$ cat config.mk
export PLATFORM = sky130hd
export DESIGN_NAME = dither_top
export DESIGN_NICKNAME = d
export VERILOG_FILES = /design/src/design/dither_pkg.sv /design/src/design/pix_if.sv /design/src/design/luma_stage.sv /design/src/design/diffusion_taps.sv /design/src/design/line_delay.sv /design/src/design/error_quantizer.sv /design/src/design/dither_top.sv
export VERILOG_INCLUDE_DIRS = /design/src /design/src/include
export SDC_FILE = /design/constraint.sdc
export NUM_CORES = 2
export LEC_CHECK = 0
export BUFFER_PORTS_ARGS = -buffer_cell sky130_fd_sc_hd__buf_4
export CAP_MARGIN = 20
export CELL_PAD_IN_SITES_DETAIL_PLACEMENT = 0
export CELL_PAD_IN_SITES_GLOBAL_PLACEMENT = 1
export CORE_MARGIN = 1.5
export CORE_UTILIZATION = 56
export CTS_BUF_LIST = sky130_fd_sc_hd__clkbuf_4 sky130_fd_sc_hd__clkbuf_8
export DETAILED_ROUTE_END_ITERATION = 16
export PLACE_DENSITY = 0.85
export SLEW_MARGIN = 40
export SYNTH_ARGS = -nofsm -noshare
export SYNTH_HDL_FRONTEND = slang
export SYNTH_SLANG_ARGS = --single-unit
$ cat constraint.sdc
create_clock -name clk -period 11.3 [get_ports clk]
set_clock_uncertainty 0.1 [all_clocks]
set_input_delay 1.13 -clock clk [delete_from_list [all_inputs] [get_ports clk]]
set_output_delay 1.13 -clock clk [all_outputs]
set_load 0.02 [all_outputs]
$ cat src/include/dither_defines.svh
`ifndef DITHER_DEFINES_SVH
`define DITHER_DEFINES_SVH

// ************************************************************
// video geometry
// ************************************************************

// samples per line period, active plus blanking
`define LINE_TOTAL 24
// active pixels per line
`define ACTIVE_W 16

// ************************************************************
// diffusion kernel and levels
// ************************************************************

// taps in the current line, offsets +1 and +2
`define ROW0_TAPS 2
// taps in each of the two lines below, offsets -2 .. +2
`define ROWN_TAPS 5
// binarisation threshold
`define GRAY_THRESH 128
// top gray level, also the white output
`define GRAY_MAX 255

`endif

$ cat src/design/dither_pkg.sv
package dither_pkg;

    // ************************************************************
    // pixel and arithmetic widths
    // ************************************************************

    // packed rgb pixel, red in the top byte, blue in the low byte
    typedef logic [23:0] rgb_t;

    // one gray level
    typedef logic [7:0] gray_t;

    // gray value while errors are added to it
    // two spare bits hold the overshoot and the sign before clamping
    typedef logic signed [9:0] acc_t;

    // one weighted error term
    typedef logic signed [9:0] err_t;

    // column inside the active line
    typedef logic [11:0] col_t;

endpackage

$ cat src/design/pix_if.sv
// one pixel sample moving between pipeline stages
// no handshake, one sample per clock, every stage takes it
interface pix_if;
    import dither_pkg::*;

    // gray value with the diffused error already folded in
    acc_t gray;
    // active column, only meaningful while de is high
    col_t col;
    // video strobes, carried beside the data
    logic de;
    logic hs;
    logic vs;

    // producing stage
    modport src (
        output gray, col, de, hs, vs
    );

    // consuming stage
    modport dst (
        input gray, col, de, hs, vs
    );

endinterface

$ cat src/design/luma_stage.sv
`include "dither_defines.svh"

module luma_stage (
    input  logic            clk,
    input  logic            rst,
    input  dither_pkg::rgb_t din,
    input  logic            hs_in,
    input  logic            vs_in,
    input  logic            de_in,
    pix_if.src              pix
);
    import dither_pkg::*;

    // gray approximation r/4 + g/2 + b/4, at most 253 so no carry out
    gray_t luma;
    acc_t  gray_q;
    col_t  col_q;
    logic  de_q;
    logic  hs_q;
    logic  vs_q;

    assign luma = (din[23:16] >> 2) + (din[15:8] >> 1) + (din[7:0] >> 2);

    always_ff @(posedge clk) begin
        if (rst) begin
            gray_q <= '0;
            col_q  <= '0;
            de_q   <= 1'b0;
            hs_q   <= 1'b0;
            vs_q   <= 1'b0;
        end else begin
            gray_q <= {2'b00, luma};
            de_q   <= de_in;
            hs_q   <= hs_in;
            vs_q   <= vs_in;
            // rising de starts the line at column 0
            // column holds its last value through blanking
            if (de_in) begin
                col_q <= de_q ? col_q + col_t'(1) : '0;
            end
        end
    end

    // registered sample onto the pipeline
    assign pix.gray = gray_q;
    assign pix.col  = col_q;
    assign pix.de   = de_q;
    assign pix.hs   = hs_q;
    assign pix.vs   = vs_q;

endmodule

$ cat src/design/diffusion_taps.sv
`include "dither_defines.svh"

// chain of tap registers, each adds one error term to the passing pixel
// err[0] lands on the last stage, err[TAPS-1] on the first one
module diffusion_taps #(
    parameter int TAPS = 5
) (
    input  logic             clk,
    input  logic             rst,
    pix_if.dst               up,
    input  dither_pkg::err_t err [TAPS],
    pix_if.src               down
);
    import dither_pkg::*;

    // stage inputs
    acc_t gray_in [TAPS];
    col_t col_in  [TAPS];
    logic de_in   [TAPS];
    logic hs_in   [TAPS];
    logic vs_in   [TAPS];
    // sum of pixel and error, then clamped
    acc_t sum     [TAPS];
    acc_t sat     [TAPS];
    // stage registers
    acc_t gray_q  [TAPS];
    col_t col_q   [TAPS];
    logic de_q    [TAPS];
    logic hs_q    [TAPS];
    logic vs_q    [TAPS];

    for (genvar s = 0; s < TAPS; s++) begin : g_stage
        if (s == 0) begin : g_head
            assign gray_in[s] = up.gray;
            assign col_in[s]  = up.col;
            assign de_in[s]   = up.de;
            assign hs_in[s]   = up.hs;
            assign vs_in[s]   = up.vs;
        end else begin : g_link
            assign gray_in[s] = gray_q[s-1];
            assign col_in[s]  = col_q[s-1];
            assign de_in[s]   = de_q[s-1];
            assign hs_in[s]   = hs_q[s-1];
            assign vs_in[s]   = vs_q[s-1];
        end

        assign sum[s] = gray_in[s] + err[TAPS-1-s];
        // saturate to the legal gray range, no wrap
        assign sat[s] = (sum[s] < 0) ? '0 :
                        (sum[s] > acc_t'(`GRAY_MAX)) ? acc_t'(`GRAY_MAX) : sum[s];

        always_ff @(posedge clk) begin
            if (rst) begin
                gray_q[s] <= '0;
                col_q[s]  <= '0;
                de_q[s]   <= 1'b0;
                hs_q[s]   <= 1'b0;
                vs_q[s]   <= 1'b0;
            end else begin
                gray_q[s] <= sat[s];
                col_q[s]  <= col_in[s];
                de_q[s]   <= de_in[s];
                hs_q[s]   <= hs_in[s];
                vs_q[s]   <= vs_in[s];
            end
        end
    end

    assign down.gray = gray_q[TAPS-1];
    assign down.col  = col_q[TAPS-1];
    assign down.de   = de_q[TAPS-1];
    assign down.hs   = hs_q[TAPS-1];
    assign down.vs   = vs_q[TAPS-1];

endmodule

$ cat src/design/line_delay.sv
// fixed shift delay of whole pixel samples
// fills the gap between tap segments so rows line up vertically
module line_delay #(
    parameter int DEPTH = 19
) (
    input  logic clk,
    input  logic rst,
    pix_if.dst   up,
    pix_if.src   down
);
    import dither_pkg::*;

    acc_t gray_sr [DEPTH];
    col_t col_sr  [DEPTH];
    logic de_sr   [DEPTH];
    logic hs_sr   [DEPTH];
    logic vs_sr   [DEPTH];

    always_ff @(posedge clk) begin
        if (rst) begin
            for (int i = 0; i < DEPTH; i++) begin
                gray_sr[i] <= '0;
                col_sr[i]  <= '0;
                de_sr[i]   <= 1'b0;
                hs_sr[i]   <= 1'b0;
                vs_sr[i]   <= 1'b0;
            end
        end else begin
            // entry 0 takes the new sample
            gray_sr[0] <= up.gray;
            col_sr[0]  <= up.col;
            de_sr[0]   <= up.de;
            hs_sr[0]   <= up.hs;
            vs_sr[0]   <= up.vs;
            for (int i = 1; i < DEPTH; i++) begin
                gray_sr[i] <= gray_sr[i-1];
                col_sr[i]  <= col_sr[i-1];
                de_sr[i]   <= de_sr[i-1];
                hs_sr[i]   <= hs_sr[i-1];
                vs_sr[i]   <= vs_sr[i-1];
            end
        end
    end

    assign down.gray = gray_sr[DEPTH-1];
    assign down.col  = col_sr[DEPTH-1];
    assign down.de   = de_sr[DEPTH-1];
    assign down.hs   = hs_sr[DEPTH-1];
    assign down.vs   = vs_sr[DEPTH-1];

endmodule

$ cat src/design/error_quantizer.sv
`include "dither_defines.svh"

module error_quantizer (
    input  logic             clk,
    input  logic             rst,
    pix_if.dst               pix,
    output dither_pkg::err_t err_row  [`ROW0_TAPS],
    output dither_pkg::err_t err_near [`ROWN_TAPS],
    output dither_pkg::err_t err_far  [`ROWN_TAPS],
    output dither_pkg::rgb_t dout,
    output logic             hs_out,
    output logic             vs_out,
    output logic             de_out
);
    import dither_pkg::*;

    // ************************************************************
    // term gating
    // ************************************************************

    // drop a term outside active video or off either end of the line
    function automatic err_t gate(err_t w, col_t col, int off, logic de);
        int tgt;
        tgt = int'(col) + off;
        if (de && tgt >= 0 && tgt < `ACTIVE_W) begin
            return w;
        end
        return '0;
    endfunction

    acc_t level;
    acc_t q;
    err_t w7;
    err_t w5;
    err_t w3;
    err_t w1;
    rgb_t dout_q;
    logic hs_q;
    logic vs_q;
    logic de_q;

    // binarise, white at or above threshold
    assign level = (pix.gray >= acc_t'(`GRAY_THRESH)) ? acc_t'(`GRAY_MAX) : '0;
    // signed error, -127 .. 127
    assign q = pix.gray - level;

    // shift approximations of the 48ths of the kernel
    // 7/48 ~ 1/16 + 1/8 - 1/32
    assign w7 = (q >>> 4) + (q >>> 3) - (q >>> 5);
    // 5/48 ~ 1/8 - 1/64
    assign w5 = (q >>> 3) - (q >>> 6);
    // 3/48 = 1/16
    assign w3 = q >>> 4;
    // 1/48 ~ 1/64 + 1/128
    assign w1 = (q >>> 6) + (q >>> 7);

    // ************************************************************
    // weights per target offset
    // ************************************************************

    // same line, offsets +1 and +2
    assign err_row[0]  = gate(w7, pix.col, 1, pix.de);
    assign err_row[1]  = gate(w5, pix.col, 2, pix.de);

    // one line below, offsets -2 .. +2
    assign err_near[0] = gate(w3, pix.col, -2, pix.de);
    assign err_near[1] = gate(w5, pix.col, -1, pix.de);
    assign err_near[2] = gate(w7, pix.col, 0, pix.de);
    assign err_near[3] = gate(w5, pix.col, 1, pix.de);
    assign err_near[4] = gate(w3, pix.col, 2, pix.de);

    // two lines below
    assign err_far[0]  = gate(w1, pix.col, -2, pix.de);
    assign err_far[1]  = gate(w3, pix.col, -1, pix.de);
    assign err_far[2]  = gate(w5, pix.col, 0, pix.de);
    assign err_far[3]  = gate(w3, pix.col, 1, pix.de);
    assign err_far[4]  = gate(w1, pix.col, 2, pix.de);

    // output register, level copied onto all three colours
    always_ff @(posedge clk) begin
        if (rst) begin
            dout_q <= '0;
            hs_q   <= 1'b0;
            vs_q   <= 1'b0;
            de_q   <= 1'b0;
        end else begin
            dout_q <= {3{level[7:0]}};
            hs_q   <= pix.hs;
            vs_q   <= pix.vs;
            de_q   <= pix.de;
        end
    end

    assign dout   = dout_q;
    assign hs_out = hs_q;
    assign vs_out = vs_q;
    assign de_out = de_q;

endmodule

$ cat src/design/dither_top.sv
`include "dither_defines.svh"

module dither_top (
    input  logic             clk,
    input  logic             rst,
    input  dither_pkg::rgb_t din,
    input  logic             hs_in,
    input  logic             vs_in,
    input  logic             de_in,
    output dither_pkg::rgb_t dout,
    output logic             hs_out,
    output logic             vs_out,
    output logic             de_out
);
    import dither_pkg::*;

    // error buses from the quantizer back into the tap chains
    err_t err_row  [`ROW0_TAPS];
    err_t err_near [`ROWN_TAPS];
    err_t err_far  [`ROWN_TAPS];

    // ************************************************************
    // pipeline links, luma -> far -> delay -> near -> delay -> row -> quantizer
    // ************************************************************
    pix_if luma_far ();
    pix_if far_dly ();
    pix_if dly_near ();
    pix_if near_dly ();
    pix_if dly_row ();
    pix_if row_quant ();

    luma_stage luma_stage_i (
        .clk   (clk),
        .rst   (rst),
        .din   (din),
        .hs_in (hs_in),
        .vs_in (vs_in),
        .de_in (de_in),
        .pix   (luma_far.src)
    );

    // taps two lines below the quantized pixel
    diffusion_taps #(.TAPS(`ROWN_TAPS)) far_taps_i (
        .clk  (clk),
        .rst  (rst),
        .up   (luma_far.dst),
        .err  (err_far),
        .down (far_dly.src)
    );

    // delay plus tap count adds up to one line period
    line_delay #(.DEPTH(`LINE_TOTAL - `ROWN_TAPS)) far_delay_i (
        .clk  (clk),
        .rst  (rst),
        .up   (far_dly.dst),
        .down (dly_near.src)
    );

    // taps one line below
    diffusion_taps #(.TAPS(`ROWN_TAPS)) near_taps_i (
        .clk  (clk),
        .rst  (rst),
        .up   (dly_near.dst),
        .err  (err_near),
        .down (near_dly.src)
    );

    line_delay #(.DEPTH(`LINE_TOTAL - `ROWN_TAPS)) near_delay_i (
        .clk  (clk),
        .rst  (rst),
        .up   (near_dly.dst),
        .down (dly_row.src)
    );

    // taps to the right in the current line
    diffusion_taps #(.TAPS(`ROW0_TAPS)) row_taps_i (
        .clk  (clk),
        .rst  (rst),
        .up   (dly_row.dst),
        .err  (err_row),
        .down (row_quant.src)
    );

    error_quantizer error_quantizer_i (
        .clk      (clk),
        .rst      (rst),
        .pix      (row_quant.dst),
        .err_row  (err_row),
        .err_near (err_near),
        .err_far  (err_far),
        .dout     (dout),
        .hs_out   (hs_out),
        .vs_out   (vs_out),
        .de_out   (de_out)
    );

endmodule

[Yosys cells after proc, flatten, opt, wreduce, memory -nomap -nowiden]
Memories as Yosys holds them, arrays and structs flattened. A register that Yosys moved wholly into a read port is not among the register bits.
Index checks and enable logic that the tools add are counted.
Storage, ports and cells
  output and inout port bits: 27
  memories kept: 25
  flip-flop bits (word level): 50
  word-level logic and storage cells: 660
  RAM bits: 1250
Memory list
  far_delay_i.col_sr: words 19, width 12, read ports 19, clocked after Yosys merged registers in 0, write ports 19, line line_delay.sv:14  | col_t col_sr [DEPTH];
  near_delay_i.col_sr: words 19, width 12, read ports 19, clocked after Yosys merged registers in 0, write ports 19, line line_delay.sv:14
  far_delay_i.gray_sr: words 19, width 10, read ports 19, clocked after Yosys merged registers in 0, write ports 19, line line_delay.sv:13  | acc_t gray_sr [DEPTH];
  near_delay_i.gray_sr: words 19, width 10, read ports 19, clocked after Yosys merged registers in 0, write ports 19, line line_delay.sv:13
  far_taps_i.col_q: words 5, width 12, read ports 5, clocked after Yosys merged registers in 0, write ports 5, line diffusion_taps.sv:27  | col_t col_q [TAPS];
  near_taps_i.col_q: words 5, width 12, read ports 5, clocked after Yosys merged registers in 0, write ports 5, line diffusion_taps.sv:27
  +19 memories
Cells by class
  order comparisons: 35
  bitwise gates (word level): 250
  mux-type cells: 308
  add/sub/neg operators: 24
  reductions and logical operators: 10
Operators with widths (count)
  10-bit two-way mux: 98
  12-bit two-way mux: 51
  1-bit bitwise OR: 250
  1-bit two-way mux: 158
  32-bit by 1-bit greater-or-equal comparator with 1-bit output, second input constant: 4
  32-bit by 6-bit less-than comparator with 1-bit output, second input constant: 4
  10-bit adder: 12
  10-bit by 9-bit > comparator with 1-bit output, second input constant: 12
  10-bit by 1-bit less-than comparator with 1-bit output, second input constant: 12
  6-bit by 7-bit adder with 8-bit output: 2
  13-bit by 1-bit adder with 14-bit output, second input constant: 1
  13-bit by 2-bit adder with 14-bit output, second input constant: 1
  12-bit by 1-bit adder with 13-bit output, second input constant: 1
  12-bit by 2-bit adder with 13-bit output, second input constant: 1
  12-bit by 1-bit adder with 12-bit output, second input constant: 1
  12-bit by 1-bit greater-or-equal comparator with 1-bit output, second input constant: 1
  12-bit by 5-bit less-than comparator with 1-bit output, second input constant: 1
  10-bit by 9-bit greater-or-equal comparator with 1-bit output, second input constant: 1
  1-bit logical AND: 10
  10-bit by 9-bit subtractor with 10-bit output: 1
  8-bit by 5-bit subtractor with 9-bit output: 1
  8-bit by 6-bit adder with 8-bit output: 1
  8-bit two-way mux: 1
  7-bit by 4-bit subtractor with 8-bit output: 1
  4-bit by 3-bit adder with 5-bit output: 1

[Depth between registers and ports, before layout]
An unclocked memory read counts as a cell.
  word-level depth: 13
  mapped depth: 27

[Hierarchy]
A second synthesis with hierarchy kept.
Second synthesis, totals
  cells, all modules: 3732
  area, all modules: 41878.9 um^2
By module, submodules not included
  line_delay: sequential area each 9509.1 um^2, cells each 1013, instances 2, area an instance 12814.8 um^2
  diffusion_taps (near_taps_i): sequential area each 2402.3 um^2, cells each 498, instances 1, area an instance 5205.0 um^2
  diffusion_taps (far_taps_i): sequential area each 2402.3 um^2, cells each 492, instances 1, area an instance 5111.2 um^2
  error_quantizer: sequential area each 80.1 um^2, cells each 376, instances 1, area an instance 2549.9 um^2
  diffusion_taps (row_taps_i): sequential area each 960.9 um^2, cells each 208, instances 1, area an instance 2112.0 um^2
  luma_stage: sequential area each 460.4 um^2, cells each 132, instances 1, area an instance 1271.2 um^2

[Least setup slack after synthesis]
OpenSTA, ideal clock, no wires.
  kind: register -> register
  from: memory row_taps_i.gray_q[1][7] (netlist name)
  to: memory near_taps_i.gray_q[2][0] (netlist name)
  arrival: 4.939 ns
  cell stages (with the launch flop): 27
  buffers on the path: 3
  data required time: 11.141 ns
  clock period less this slack: 5.098 ns
  path slack: 6.202 ns
  setup time: 0.059 ns
  path through: dfxtp_1 buf_6 or2_4 clkinv_4 ha_1 clkbuf_1 nand2_1 nor3_1 o21a_1 nor2_2 buf_1 xnor2_1 ha_1 ha_1 inv_1 o21ai_0 a21o_1 xnor2_1 nor2_1 ha_1 o21ai_0 a21oi_1 and3_1 a221oi_1 o21ai_0 a21oi_2 o21a_1
RTL lines
  start: declaration: line diffusion_taps.sv:26  | acc_t gray_q [TAPS];
  end: declaration: line diffusion_taps.sv:26

==> results.py <==
metrics = {
    "clock_network": {
        "cts_buffers": 182,
        "cts_buffer_depth": 3,
        "postCtsSetupRepairBufs": 0,
        "numClockSinks": 1227,
        "clock_insertion_delay_worst_skew_ps": 810,
        "cts_resized": 0,
        "cts-hold-fix-buffers": 0,
        "cts_tree": "done",
        "path_clk_slew_ps": 60,
        "cts-root-buf": "clkbuf_8",
        "cts-htree-levels": 4,
    },
    "place": {
        "place_worst_setup_slack_ps": 4998,
        "port-buffer-count": 50,
        "place_hpwl_mm": 39.17,
        "cell_area_after_placement_sq_mm": 0.04159,
        "place.gp.congestion": 0.8700,
    },
    "floorplan": {
        "initial_utilization": 0.5669,
        "die_y_um": 272.2,
        "fp_rows": 98,
        "io-pin-count": 56,
        "core_area_sq_mm": 0.07161,
        "fp.dieW_um": 272.2,
        "die_area_sq_mm": 0.07411,
    },
    "grt": {
        "antenna_found_initial": 1,
        "first_global_vias": 22229,
        "grt_start_max_net_pins": 215,
        "global_route.overflow_total": 0,
        "grt_usage": 0.1720,
        "grt_first_pass_wirelength_mm": 105.8,
    },
    "synth": {
        "netlist.top_cell.by_area": "dfxtp_1",
        "synth-edff-count": 0,
        "seq_area_frac_synth": 0.6051,
        "synth_area_leaders": "dfxtp_1 (61%), nor2b_1 (17%), ha_1 (4.1%), nor2_1 (1.5%), clkbuf_1 (1.3%)",
        "synth_seq_cells": 1227,
        "async_flop_share": 0,
        "synth-main-ff-cell": "dfxtp_1",
        "netlist-cell-type-count": 85,
        "top_area_cell_type_share_of_the_netlist_area": 0.6051,
        "postSynthCellCount": 3683,
        "syn-mean-instance-area_sq_um": 11.02,
        "synthMostInstantiatedCell": "dfxtp_1",
        "synth_commonest_cells": "dfxtp_1 (1227), nor2b_1 (1114), nor2_1 (164)",
        "syn_area_sq_mm": 0.04060,
        "synthesis.yosys.warnings": 0,
    },
    "power": {
        "max-vdd-ir-drop_mv": 0.1704,
        "power-per-cell-area_mw_per_mm2": 185.3,
        "total_leakage_power_nw": 19.12,
    },
    "sta": {
        "timing.final.ws_setup_ps": 4865,
        "totalNegativeSetupSlack_ps": 0,
        "timing.final.crit_period_ps": 6435,
        "relSlewSlack": 0.3907,
        "slew_viol_final": 0,
        "setup_repair_after_global_routing_missed_its_margin": "no",
        "report.final.setup_viol": 0,
        "fmax_mhz": 155.4,
        "hold_viol_final": 0,
        "tightestPinTransition_ps": 914.0,
        "final.period_utilization": 0.5695,
    },
    "routing": {
        "met1_length_mm": 30.50,
        "drt-pass1-iter-count": 5,
        "drcViolationCount": 0,
        "wl_mm": 62.60,
        "drtAntennaViolNets": 0,
        "routed.top_layer": "met4",
        "met2_length_mm": 28.04,
        "vias_per_cell": 4.776,
        "wire_per_inst_um": 12.88,
        "drt-initial-drc-count": 944,
        "route.vias.total": 23215,
        "dr_wl_met3_mm": 2.695,
    },
    "setup_path": {
        "arrival_time_reported_for_the_critical_path_endpoint_ps": 6990,
        "ff2ff_path_depth": 20,
        "data_required_time_at_the_worst_endpoint_ps": 11850,
        "worst_r2r_endpoint": "far_taps_i.gray_q[2][3]$_SDFF_PP0_",
        "setup.worst_path.start": "row_taps_i.gray_q[1][8]$_SDFF_PP0_",
        "timing.critical_path.from_type": "flip-flop",
        "worst_setup_path_end_kind": "flip-flop",
        "worstSetupEndpoint": "far_taps_i.gray_q[2][3]$_SDFF_PP0_",
        "timing.critical_path.fanout_max": 14,
        "worst-setup-path-type": "reg2reg",
        "worst_flop_to_flop_path_startpoint": "row_taps_i.gray_q[1][8]$_SDFF_PP0_",
        "rrSetupSlack_ps": 4860,
    },
    "cells_and_area": {
        "finished_layout_cell_area_sq_mm": 0.04567,
        "postLayoutCoreUtil": 0.6377,
        "final_net_count": 3945,
        "drive_above_1_share": 0.1148,
        "syn2layout_area_growth_pct": 12.49,
    },
    "outcome": {
        "outcome": "completed",
    },
    "hold_path": {
        "worstHoldPathType": "reg2reg",
    },
    "run": {
        "max-cap-violations": 0,
    },
}
-- layout make-up --
cell class | count | area (sq um)
sequential | 1227 | 24560
inverter | 64 | 245.2
clock inverter | 30 | 381.6
clock buffer | 300 | 3603
antenna | 1 | 2.502
timing repair buffer | 69 | 624.3
tap | 950 | 1189
fill | 5743 | 25940
multi-input combinational | 2220 | 15060
-- per-stage QoR --
step	instances	hold slack [ps]	power, W
floorplan	3694	313.8	0.004743
global placement	4525	315.3	0.004840
detailed placement	4527	320.4	0.004846
CTS	4857	298.4	0.008594
global route	4861	311.9	0.008835
finish	4861	306.8	0.008463
-- where the power goes --
group	internal (W)	leakage (nW)	total (W)	switching [W]
clock network	0.00209	2.13	0.00371	0.00162
registers	0.00437	9.92	0.00439	0.0000210
logic	0.000128	7.08	0.000369	0.000240
-- worst min path at each step --
stage                                            from                                     end  slack [ps]  cells after the start
3_3_place_gp       near_taps_i.col_q[4][5]$_SDFF_PP0_    near_delay_i.col_sr[0][5]$_SDFF_PP0_         320                      1
3_5_place_dp    far_delay_i.gray_sr[0][67]$_SDFF_PP0_   far_delay_i.gray_sr[0][77]$_SDFF_PP0_         320                      1
4_1_cts        far_delay_i.gray_sr[0][124]$_SDFF_PP0_  far_delay_i.gray_sr[0][134]$_SDFF_PP0_         300                      1
5_1_grt        far_delay_i.gray_sr[0][124]$_SDFF_PP0_  far_delay_i.gray_sr[0][134]$_SDFF_PP0_         310                      1
2_1_floorplan           row_taps_i.hs_q[1]$_SDFF_PP0_     error_quantizer_i.hs_out$_SDFF_PP0_         310                      1
6_report       far_delay_i.gray_sr[0][124]$_SDFF_PP0_  far_delay_i.gray_sr[0][134]$_SDFF_PP0_         310                      1
-- metal layers --
layer | global-route usage | vias to the layer above
met4 | 0.06784 | 0
met5 | 0 | -
met2 | 0.2721 | 346
li1 | - | 12024
met3 | 0.03932 | 120
met1 | 0.2286 | 10725
-- critical path: stages, from the launching register on --
cell and delay, ps:
dfxtp_1 570, or2_4 240, clkinv_4 80, ha_1 470, inv_1 180, xnor2_4 570
xnor2_1 160, ha_1 220, a221oi_1 570, o21ai_0 220, o2bb2ai_1 180, xnor2_1 680
nor2_1 130, ha_1 280, or3_1 360, o21bai_1 210, a31oi_1 240, xor2_1 380
o21ai_0 250, nand2_1 130, mux2i_1 80
-- state kept, by name, indices dropped and copies added, names as in the netlist, 8 cells and up --
signal and count:
near_taps_i.col_q 60, far_delay_i.de_sr 19, far_delay_i.col_sr 228, far_delay_i.vs_sr 19, near_delay_i.de_sr 19, row_taps_i.col_q 24
luma_stage_i.pix.col 12, far_delay_i.gray_sr 171, far_delay_i.hs_sr 19, near_delay_i.vs_sr 19, far_taps_i.col_q 60, near_taps_i.gray_q 45
row_taps_i.gray_q 18, near_delay_i.gray_sr 171, far_taps_i.gray_q 45, luma_stage_i.pix.gray 8, near_delay_i.hs_sr 19, near_delay_i.col_sr 228
-- logic make-up (layout without fill, tap and decap cells) --
logic type	count (synthesis)	count (layout)	share of synthesized area
flip-flops	1227	1227	0.6051
AND/OR/NAND/NOR	1538	1538	0.2212
adder cells (fa/ha/maj)	156	156	0.05166
XOR/XNOR	102	102	0.02312
other	1	13	0.00009238
AO/OA/AOI/OAI	365	365	0.06109
multiplexers	47	47	0.01227
buffers and inverters	247	463	0.02549
-- cell usage in the layout (no fill, tap or decap), types with 25 or more instances in the layout --
master,synthesis,final
o21ai_0,68,68
nor3_1,66,65
dfxtp_1,1227,1227
ha_1,132,132
inv_1,61,61
xnor2_1,59,58
clkbuf_8,0,216
a21oi_1,84,84
a211oi_1,33,33
nand2_1,78,78
a21o_1,42,42
nor2_1,164,164
xor2_1,40,40
nor2b_1,1114,1114
mux2i_1,25,25
clkbuf_4,0,84
buf_4,25,58
o21a_1,49,49
(Power assumes the default switching activity.)
